--- config.mk ---
export PLATFORM = sky130hd
export DESIGN_NAME = fetchStage
export DESIGN_NICKNAME = d
export VERILOG_FILES = /design/src/design/cpuPkg.sv /design/src/design/fetchStage.sv
export SDC_FILE = /design/constraint.sdc
export NUM_CORES = 1
export LEC_CHECK = 0
export ABC_AREA = 1
export BUFFER_PORTS_ARGS = -buffer_cell sky130_fd_sc_hd__buf_2
export CORE_ASPECT_RATIO = 1.25
export CORE_UTILIZATION = 47
export CTS_BUF_LIST = sky130_fd_sc_hd__clkbuf_2
export DETAILED_ROUTE_END_ITERATION = 6
export PLACE_DENSITY = 0.74
export SLEW_MARGIN = 0
export SYNTH_ARGS = -nofsm -noshare
export SYNTH_HDL_FRONTEND = slang
export SYNTH_SLANG_ARGS = --single-unit
--- constraint.sdc ---
create_clock -name clk -period 4.2 [get_ports clk]
set_input_delay 0.84 -clock clk [delete_from_list [all_inputs] [get_ports clk]]
set_output_delay 0.84 -clock clk [all_outputs]
set_load 0.03 [all_outputs]
--- src/design/cpuPkg.sv ---
// widths, opcodes, ALU operation codes and instruction field helpers
// opcodes follow the LEGv8 encodings, immediate forms ignore opcode bit 0
// ALU immediates are zero-extended, data offsets are sign-extended
`default_nettype none

package cpuPkg;

  localparam int xlen    = 64;
  localparam int instrW  = 32;
  localparam int regIdxW = 5;
  localparam int pcStep  = 4;

  typedef logic [xlen-1:0]    wordT;
  typedef logic [regIdxW-1:0] regIdxT;
  typedef logic [instrW-1:0]  instrT;

  // reads as zero, writes dropped
  localparam regIdxT zeroReg = 5'd31;

  // register-register forms
  localparam logic [10:0] opAdd  = 11'b10001011000;
  localparam logic [10:0] opSub  = 11'b11001011000;
  localparam logic [10:0] opAnd  = 11'b10001010000;
  localparam logic [10:0] opOrr  = 11'b10101010000;
  localparam logic [10:0] opEor  = 11'b11001010000;
  // immediate forms, bit 0 is don't care
  localparam logic [10:0] opAddi = 11'b10010001000;
  localparam logic [10:0] opSubi = 11'b11010001000;
  localparam logic [10:0] opAndi = 11'b10010010000;
  localparam logic [10:0] opOrri = 11'b10110010000;
  localparam logic [10:0] opEori = 11'b11010010000;
  // data transfer
  localparam logic [10:0] opLdur = 11'b11111000010;
  localparam logic [10:0] opStur = 11'b11111000000;

  typedef enum logic [2:0] {
    aluAdd = 3'd0,
    aluSub = 3'd1,
    aluAnd = 3'd2,
    aluOrr = 3'd3,
    aluEor = 3'd4
  } aluOpE;

  // field extraction
  function automatic logic [10:0] opcodeOf(instrT i);
    return i[31:21];
  endfunction

  function automatic regIdxT rmOf(instrT i);
    return i[20:16];
  endfunction

  function automatic regIdxT rnOf(instrT i);
    return i[9:5];
  endfunction

  function automatic regIdxT rdOf(instrT i);
    return i[4:0];
  endfunction

  // 12-bit ALU immediate, zero-extended
  function automatic wordT aluImmOf(instrT i);
    return {{(xlen-12){1'b0}}, i[21:10]};
  endfunction

  // 9-bit data offset, sign-extended
  function automatic wordT offsetOf(instrT i);
    return {{(xlen-9){i[20]}}, i[20:12]};
  endfunction

endpackage

`default_nettype wire
--- src/design/fetchStage.sv ---
// program counter and IF/ID register
// no branches, so the PC steps by pcStep every cycle
// iaddr is the PC itself, the instruction is sampled at the end of the cycle
`timescale 1ns/100ps
`default_nettype none

module fetchStage (
  input  logic          clk,
  input  logic          rstN,
  input  cpuPkg::instrT instr,
  output cpuPkg::wordT  iaddr,
  output cpuPkg::instrT fetchedInstr,
  output logic          fetchedValid
);
  import cpuPkg::*;

  wordT pc;

  // starts at zero, no stall
  always_ff @(posedge clk) begin
    if (!rstN) begin
      pc <= '0;
    end else begin
      pc <= pc + wordT'(pcStep);
    end
  end

  assign iaddr = pc;

  // IF/ID instruction word
  always_ff @(posedge clk) begin
    fetchedInstr <= instr;
  end

  // first valid word is the one fetched at address 0
  always_ff @(posedge clk) begin
    if (!rstN) begin
      fetchedValid <= 1'b0;
    end else begin
      fetchedValid <= 1'b1;
    end
  end

endmodule

`default_nettype wire

==> impl_metrics.json, run 1 <==
{
  "timing.final.hold_violations": 0,
  "slew_headroom_pct": 66.1,
  "finalSetupTns_ns": 0,
  "grt_overflow": 0,
  "area_growth_pct": 21.0,
  "met1_usage_pct": 29.2,
  "dp.final_hpwl_um": 9160,
  "placed_cell_area_mm2": 0.00506,
  "placed_cells": 898,
  "vdd_drop_max_mv": 0.330,
  "critPathTopFamily": "flip-flops",
  "cp-start-kind": "flip-flop",
  "whs_ns": 0.271,
  "crit_path_end_kind": "primary output",
  "ant_nets": 0,
  "grtUsageMet2_pct": 45.8,
  "io_pins": 131,
  "grt.busiest_layer": "met2",
  "post-route-period-util_pct": 53.2,
  "diodes": 0,
  "grt_pass1_wl_um": 18800,
  "total_leakage_power_nw": 2.45,
  "drc": 0,
  "syn_avg_cell_area_um2": 6.55,
  "holdCritPathClass": "input port to flip-flop",
  "grt_max_degree": 51,
  "cts_tree": "yes",
  "clockBufferDepth": 2,
  "insertion_delay_ns": 0.63,
  "grt_pass1_vias": 4194,
  "syn_area_mm2": 0.00430,
  "ctsResizeCount": 0,
  "powerDensity_mw_per_mm2": 291,
  "final_cell_mix": "nand2_1 (200), nor2_1 (154), buf_2 (128), dfxtp_1 (95), inv_1 (81)",
  "ys_warn_count": 0,
  "cpMaxStageDelayCell": "dfxtp_1",
  "status": "complete, no violations",
  "cts_hold_buf": 0,
  "drt_iter0_drc": 259,
  "wire_per_inst_um": 12.7,
  "rows": 38,
  "initial_utilization_pct": 48.8,
  "critPathRequiredTime_ns": 3.36,
  "cap_violations": 0,
  "first_pass_iters": 7,
  "finClkSkew_ns": 0.0488,
  "worst_pin_slew_ns": 0.509,
  "crit_fanout": 5,
  "post_cts_buffers": 0,
  "fin_total_pwr_mw": 1.51,
  "clkSinkCount": 95,
  "crit_chain": "buf_2",
  "ff2ff_setup_slack_ns": 2.38,
  "min_period_ns": 2.24,
  "die-area_mm2": 0.00953,
  "maxSlewViolCount": 0,
  "cts_made_buffers": 9,
  "max_freq_ghz": 0.447,
  "ys_seq_elements": 95,
  "dieWidth_um": 87.5,
  "critPathBufInv": 1,
  "rsz0062_at_grt": "false",
  "grt.total_usage_pct": 25.8,
  "stdcell_count": 914,
  "die_y_um": 109,
  "arrival_ns": 1.40,
  "crit_type": "flip-flop to primary output",
  "h-tree-depth": 3,
  "synthCells": 656,
  "antenna_found_initial": 0,
  "wirelength_um": 11600,
  "globalplace.congestion": 0.905,
  "mostFrequentLayoutCell": "nand2_1",
  "drive_gt1_share_pct": 21.9,
  "viasPerCell": 4.79,
  "critPathMaxStageDelay_ns": 0.53,
  "stdcell_area_mm2": 0.00520,
  "final_nets": 824,
  "core_mm2": 0.00880,
  "vias": 4380,
  "port_buffers": 128,
  "synth_cell_types": 25,
  "clk_pin_slew_ns": 0.32,
  "use_met3_pct": 4.16,
  "nFillCells": 892,
  "yosysSeqAreaShare_pct": 44.3,
  "cts-root-buf": "clkbuf_2",
  "setup_viol": 0
}
-- routing by layer --
metal / up-vias / part of all wire (%) / routed length [µm]
met5: - / 0 / 0
met4: 0 / 3.3 / 379
met3: 34 / 6.8 / 787
met2: 169 / 49 / 5700
met1: 1929 / 41 / 4750
li1: 2248 / - / -
-- where the power goes --
| group | internal (mW) | leakage, nW | switching, mW | total [mW] |
|---|---|---|---|---|
| Clock | 0.109 | 0.0801 | 0.377 | 0.485 |
| Sequential | 0.925 | 0.778 | 0.00616 | 0.931 |
| Combinational | 0.0302 | 1.59 | 0.0679 | 0.0982 |
| Total | 1.06 | 2.45 | 0.451 | 1.51 |
-- registers in the layout, summed over array words and instances, names as in the netlist --
register	count
iaddr	62
fetchedInstr	32
fetchedValid	1
-- worst paths after layout --
| kind | start | end | depth (start not counted) |
|---|---|---|---|
| worst max-delay path | iaddr[36] | iaddr[36] | 1 |
| worst max register to register | iaddr[4] | iaddr[55] | 9 |
| worst min-delay path | instr[11] | fetchedInstr[11] | 1 |
| worst min register to register | iaddr[2] | iaddr[2] | 1 |
-- cell type report --
cell class | instances | area [µm²] | area share (%)
clock inverters | 7 | 93.8 | 1.81
repair buffers | 129 | 648 | 12.5
multi-input cells | 468 | 2040 | 39.2
clock buffers | 9 | 45.0 | 0.866
well taps | 120 | 150 | 2.89
inverters | 86 | 323 | 6.21
flip-flops and latches | 95 | 1900 | 36.6
-- per-stage QoR --
| stage | utilization (%) | setup slack, ns |
|---|---|---|
| finish | 59.1 | 1.96 |
| global placement | 57.5 | 2.15 |
| CTS | 59.1 | 1.95 |
| global route | 59.1 | 1.88 |
| detailed placement | 57.5 | 2.09 |
| floorplan | - | 2.46 |
-- logic make-up (layout without fill, tap and decap cells) --
logic type / Yosys count / after routing / share of synthesized area, %
AO/OA/AOI/OAI: 48 / 48 / 6.09
adder cells (fa/ha/maj): 1 / 1 / 0.291
buffers and inverters: 94 / 231 / 8.42
AND/OR/NAND/NOR: 407 / 407 / 38.8
flip-flops: 95 / 95 / 44.3
other: 1 / 2 / 0.0873
XOR/XNOR: 10 / 10 / 2.04
-- cell usage after synthesis --
master / count / share of area, %
nor3_1: 1 / 0.12
buf_2: 1 / 0.12
ha_1: 1 / 0.29
nor2_2: 8 / 1.2
dfxtp_1: 95 / 44
nand2_2: 9 / 1.3
inv_2: 5 / 0.44
nand2_1: 200 / 17
xor2_1: 10 / 2.0
buf_4: 2 / 0.35
nand4_1: 4 / 0.58
inv_1: 81 / 7.1
a21oi_1: 23 / 2.7
o21a_1: 1 / 0.17
buf_1: 1 / 0.087
a31oi_1: 1 / 0.15
nor3b_1: 1 / 0.17
nor2b_1: 1 / 0.15
nor2_4: 7 / 1.8
nand3_1: 22 / 2.6
clkbuf_1: 4 / 0.35
o21ai_0: 16 / 1.9
nor2_1: 154 / 13
o21bai_1: 7 / 1.2
conb_1: 1 / 0.087
No activity file was read; power rests on OpenSTA's default activity.
==> inputs of run 2 (changes only) <==
Settings changed: PLACE_DENSITY 0.74 to 0.77.
Clock period 4.2 ns to 1.8 ns, I/O delays scaled along.
==> run 2 against run 1 <==
Against the previous run:
- first-iteration DRC count decreased by 24%
- global-route usage is 3.4 points higher
- hold slack lost 0.11 ns
- via count increased by 5.7%
- power increased by 130%
- non-clock buffer count up 40
- critical endpoint is now iaddr[58]
- sequential power grew 130%
- design area up 7.8%
- die area stayed put
- register-to-register slack got worse by 2.3 ns
==> impl_metrics.json, run 2 (same netlist as run 1, synthesis figures left out) <==
{
  "worst_pin_slew_ns": 0.525,
  "io_pins": 131,
  "cts-root-buf": "clkbuf_2",
  "drc": 0,
  "max_freq_ghz": 0.580,
  "p_int_mw": 2.51,
  "vias": 4631,
  "grt_overflow": 0,
  "core_mm2": 0.00880,
  "clk_pin_slew_ns": 0.30,
  "crit_fanout": 5,
  "placed_cells": 902,
  "grt_max_degree": 35,
  "pwr-share-clk_pct": 30.2,
  "holdCritPathClass": "input port to flip-flop",
  "share_seq_of_total_power_pct": 61.5,
  "dp.final_hpwl_um": 10000,
  "insertion_delay_ns": 0.60,
  "status": "complete, no violations",
  "ant_nets": 0,
  "final_util_pct": 63.7,
  "wire_per_inst_um": 14.2,
  "drive_gt1_share_pct": 24.1,
  "final_nets": 864,
  "port_buffers": 128,
  "timing.final.hold_violations": 0,
  "fin_total_pwr_mw": 3.53,
  "dieWidth_um": 87.5,
  "drt_iter0_drc": 196,
  "post-route-period-util_pct": 95.8,
  "critPathTopFamily": "flip-flops",
  "maxSlewViolCount": 0,
  "crit_type": "flip-flop to primary output",
  "die_y_um": 109,
  "min_period_ns": 1.72,
  "critPathMaxStageDelay_ns": 0.52,
  "cap_violations": 0,
  "antenna_found_initial": 0,
  "combPwrFrac_pct": 8.3,
  "globalplace.congestion": 0.930,
  "total_leakage_power_nw": 2.63,
  "critPathBufInv": 1,
  "grt_pass1_vias": 4462,
  "cpMaxStageDelayCell": "dfxtp_1",
  "die-area_mm2": 0.00953,
  "vdd_drop_max_mv": 0.597,
  "cp-start-kind": "flip-flop",
  "h-tree-depth": 3,
  "diodes": 0,
  "grt_pass1_wl_um": 20700,
  "area_growth_pct": 30.5,
  "mostFrequentLayoutCell": "nand2_1",
  "clockBufferDepth": 2,
  "final_cell_mix": "nand2_1 (200), nor2_1 (151), buf_2 (127), inv_1 (81), dfxtp_1 (80)",
  "setup_viol": 0,
  "rows": 38,
  "first_pass_iters": 5,
  "powerDensity_mw_per_mm2": 630,
  "netSwitchingPower_mw": 1.03,
  "crit_chain": "buf_2",
  "swShare_pct": 29.1,
  "finClkSkew_ns": 0.0311,
  "crit_path_end_kind": "primary output",
  "grt.total_usage_pct": 29.1,
  "cts_tree": "yes",
  "clkSinkCount": 95,
  "cts_made_buffers": 9,
  "stdcell_count": 954,
  "critPathRequiredTime_ns": 1.44,
  "viasPerCell": 4.85,
  "wirelength_um": 13500,
  "initial_utilization_pct": 48.8,
  "arrival_ns": 1.36,
  "largest_reg_flops": 62,
  "slew_headroom_pct": 65.0
}
==> run 2: cell types whose count changed in the layout (fill, tap and decap cells not counted), moves of 3 or more <==
| cell | change |
|---|---|
| nor2_1 | -3 |
| buf_4 | +8 |
| dlygate4sd3_1 | +32 |
| clkinv_8 | -3 |
| dfxtp_2 | +13 |
| dfxtp_1 | -15 |
==> run 2: area by class of cell <==
class,count,area [µm²]
clock buffer,9,45.0
clock inverter,7,71.3
fill,803,3190
inverter,86,323
multi-input combinational,468,2060
sequential,95,1930
tap,120,150
timing repair buffer,169,1030
==> run 2: final timing paths <==
path         startpoint         to  slack (ns)  cells past startpoint
max           iaddr[58]  iaddr[58]        0.08                      1
max reg2reg    iaddr[3]  iaddr[38]        0.11                     10
min reg2reg    iaddr[2]   iaddr[2]        0.47                      1
min                rstN  iaddr[56]        0.17                      4
==> run 2: repair_timing <==
item / CTS / global route
setup buffers: 0 / 4
pin swaps: 0 / 3
endpoints found under the hold margin: 32 / 0
hold buffers: 32 / 0
resized for setup: 1 / 23
setup endpoints to repair: 1 / 34
==> run 2: per-layer routing <==
layer	vias to the layer above	GRT usage, %	share of wire, %
li1	2325	-	-
met4	0	12.9	3.4
met1	2099	30.8	39
met5	-	0	0
met2	173	54.0	52
met3	34	7.19	6.3
==> run 2: metrics by stage <==
stage               instance area, µm²   TNS, ns  hold WS, ns  worst slack, ns
floorplan                         4300         0        0.388           0.0608
global placement                  5090         0        0.452            0.143
detailed placement                5090         0        0.464           0.0738
CTS                               5530         0        0.148         0.000899
global route                      5610  -0.00528        0.120         -0.00528
finish                            5610         0        0.166           0.0756
==> run 2: power groups by stage <==
stage,clock [mW],combinational (mW),sequential (mW)
CTS,1.09,0.285,2.17
floorplan,0,0.0519,2.30
detailed placement,0,0.231,2.21
finish,1.07,0.292,2.17
global route,1.17,0.311,2.18
global placement,0,0.229,2.21
==> run 2: worst reg2reg max path, stage by stage, from the launching register on <==
cell     delay, ns
dfxtp_4       0.44
ha_1          0.19
nand2_2       0.11
nor2_4        0.13
nand2_2       0.11
nor2_4        0.18
nand2_2       0.11
nor2_1        0.20
nand2_1       0.07
nand2_1       0.06
nor2_1        0.04
==> inputs of run 3 (changes only) <==
Settings changed: ABC_AREA 1 to 0, CORE_UTILIZATION 47 to 46, PLACE_DENSITY 0.77 to 0.78.
==> run 3 against run 2 <==
Against the previous run:
- the flow now finishes with violations (negative setup slack)
- sequential power about the same
- core utilization increased by 13 points
- maximum frequency decreased by 16%
- design area increased by 6.6%
- power decreased by 5.2%
- global-route usage increased by 1.2 points
- sequential cell count unchanged
- count of clock-buffer cells in the layout increased by 1
- hold slack improved by 0.24 ns
- largest power group unchanged
==> impl_metrics.json, run 3 <==
{
  "combPwrFrac_pct": 9.2,
  "clk_pin_slew_ns": 0.26,
  "antenna_found_initial": 0,
  "critPathMaxStageDelay_ns": 0.57,
  "ff2ff_setup_slack_ns": -0.26,
  "grt_pass1_vias": 4058,
  "dieWidth_um": 81.9,
  "powerDensity_mw_per_mm2": 561,
  "r2r_end": "iaddr[28]",
  "core_mm2": 0.00775,
  "holdCritPathClass": "input port to flip-flop",
  "yosys.area.top_type": "dfxtp_1",
  "first_pass_iters": 6,
  "swShare_pct": 27.7,
  "synth_commonest_cells": "dfxtp_1 (95), nor2_1 (38), nand3_1 (29)",
  "grt_max_degree": 28,
  "io_pins": 131,
  "yosysSeqAreaShare_pct": 51.9,
  "wirelength_um": 13200,
  "crit_fanout": 4,
  "insertion_delay_ns": 0.58,
  "min_to": "fetchedInstr[22]",
  "synth_top_cells_by_area": "dfxtp_1 (52%), xnor2_1 (4.1%), nand3_1 (4.0%)",
  "rows": 36,
  "ys_seq_elements": 95,
  "fin_ws_ns": -0.261,
  "drive_gt1_share_pct": 53.3,
  "grt_pass1_wl_um": 19000,
  "final_cell_mix": "buf_2 (130), buf_4 (77), dfxtp_1 (46), nor2_1 (33), dlygate4sd3_1 (33)",
  "fin_total_pwr_mw": 3.35,
  "hp-start": "instr[22]",
  "synth_most_common_cell": "dfxtp_1",
  "synthCells": 388,
  "drc": 0,
  "stdcell_area_mm2": 0.00597,
  "ys_warn_count": 0,
  "async_reset_ff_share_pct": 0,
  "h-tree-depth": 3,
  "wire_per_inst_um": 17.9,
  "netSwitchingPower_mw": 0.926,
  "area_growth_pct": 62.9,
  "min_period_ns": 2.06,
  "cpMaxStageDelayCell": "or4_4",
  "globalplace.congestion": 0.845,
  "synth_edf_count": 0,
  "largest_reg_flops": 62,
  "violations": "negative setup slack",
  "placed_cell_area_mm2": 0.00509,
  "dp.final_hpwl_um": 7770,
  "post-route-period-util_pct": 115,
  "die_y_um": 102,
  "mostFrequentLayoutCell": "buf_2",
  "grt_overflow": 0,
  "p_int_mw": 2.42,
  "synthFlopType": "dfxtp_1",
  "cap_violations": 0,
  "clockBufferDepth": 2,
  "setup_viol": 26,
  "cts-root-buf": "clkbuf_2",
  "total_leakage_power_nw": 2.62,
  "timing.final.hold_violations": 0,
  "arrival_ns": 2.52,
  "status": "finished, violations left",
  "viasPerCell": 5.57,
  "crit_type": "flip-flop to flip-flop",
  "rsz0062_at_grt": "true",
  "maxSlewViolCount": 0,
  "port_buffers": 128,
  "syn_avg_cell_area_um2": 9.45,
  "r2r_start": "iaddr[3]",
  "ff2ff_path_depth": 7,
  "crit_chain": "ha_4 -> nand4_1 -> or4_4 -> buf_2 -> nor3_2 -> xnor2_1 -> nor2_1",
  "diodes": 0,
  "syn_area_mm2": 0.00367,
  "pwr-share-clk_pct": 26.9,
  "critPathBufInv": 1,
  "vias": 4120,
  "cp-start-kind": "flip-flop",
  "critPathTopFamily": "simple AND/OR/NAND/NOR gates",
  "cts_made_buffers": 9,
  "max_freq_ghz": 0.485,
  "crit_path_end_kind": "flip-flop",
  "ant_nets": 0,
  "final_util_pct": 77.1,
  "initial_utilization_pct": 47.3,
  "grt.total_usage_pct": 30.3,
  "finClkSkew_ns": 0.0327,
  "cts_tree": "yes",
  "clkSinkCount": 95,
  "die-area_mm2": 0.00834,
  "final_nets": 675,
  "vdd_drop_max_mv": 0.679,
  "share_seq_of_total_power_pct": 63.9,
  "synth_cell_types": 40,
  "critPathRequiredTime_ns": 2.26,
  "drt_iter0_drc": 204,
  "whs_path_depth": 2,
  "yosysTopAreaCellShare_pct": 51.9
}
run 3: cell count changes in the layout (fill, tap and decap cells not counted), sizes merged, moves of 17 or more:
cell	before	now
buf	136	219
nand4	4	25
nand2	209	24
nor2	169	39
inv	91	12
xnor2	0	17
run 3: per-layer routing:
layer	GRT usage [%]	up-vias	wire length (µm)	part of all wire, %
li1	-	1905	-	-
met1	32.8	1964	4940	37
met2	53.3	209	6750	51
met3	8.39	42	927	7.0
met4	15.2	0	616	4.7
met5	0	-	0	0
run 3: layout make-up:
cell class / count / area [µm²]
Clock buffer: 10 / 50.0
Fill cell: 466 / 1770
Multi-Input combinational cell: 270 / 2010
Sequential cell: 95 / 2020
Inverter: 12 / 45.0
Clock inverter: 6 / 37.5
Timing Repair Buffer: 252 / 1690
Tap cell: 95 / 119
run 3: worst max-delay path by stage:
stage	endpoint	from	depth (start not counted)	slack (ns)
after global placement	iaddr[48]	iaddr[3]	7	-0.07
after global routing	iaddr[28]	iaddr[3]	7	-0.31
after CTS	iaddr[16]	iaddr[3]	6	-0.14
final	iaddr[28]	iaddr[3]	7	-0.26
after detailed placement	iaddr[48]	iaddr[3]	7	-0.15
after floorplan	iaddr[16]	iaddr[3]	6	-0.18
run 3: logic make-up after synthesis:
group | count (synthesis) | synth area share (%)
adder cells (fa/ha/maj) | 1 | 0.341
buffers and inverters | 24 | 2.90
flip-flops | 95 | 51.9
other | 1 | 0.102
multiplexers | 2 | 0.546
AND/OR/NAND/NOR | 182 | 28.7
AO/OA/AOI/OAI | 52 | 8.19
XOR/XNOR | 31 | 7.40
run 3: through the flow:
step                      hold slack, ns  TNS (ns)  std cells  setup slack (ns)
final                              0.410     -2.18        740            -0.261
after global routing               0.377     -4.78        740            -0.311
after CTS                          0.382     -1.08        733            -0.144
after detailed placement           0.464     -1.36        675            -0.153
after global placement             0.462    -0.422        675           -0.0650
after floorplan                    0.388     -1.28        389            -0.177
run 3: power groups by stage:
| stage | Combinational [mW] | Clock (mW) | Sequential [mW] |
|---|---|---|---|
| final | 0.307 | 0.902 | 2.14 |
| after global routing | 0.321 | 0.994 | 2.15 |
| after CTS | 0.289 | 0.900 | 2.14 |
| after detailed placement | 0.234 | 0 | 2.19 |
| after global placement | 0.229 | 0 | 2.19 |
| after floorplan | 0.0410 | 0 | 2.29 |
run 3: timing repair:
action,in CTS,in global routing
gates resized for setup,22,57
setup buffers,8,7
pin swaps,28,26
endpoints found under the hold margin,33,0
hold buffers,33,0
cloned,1,1
setup endpoints to repair,23,41
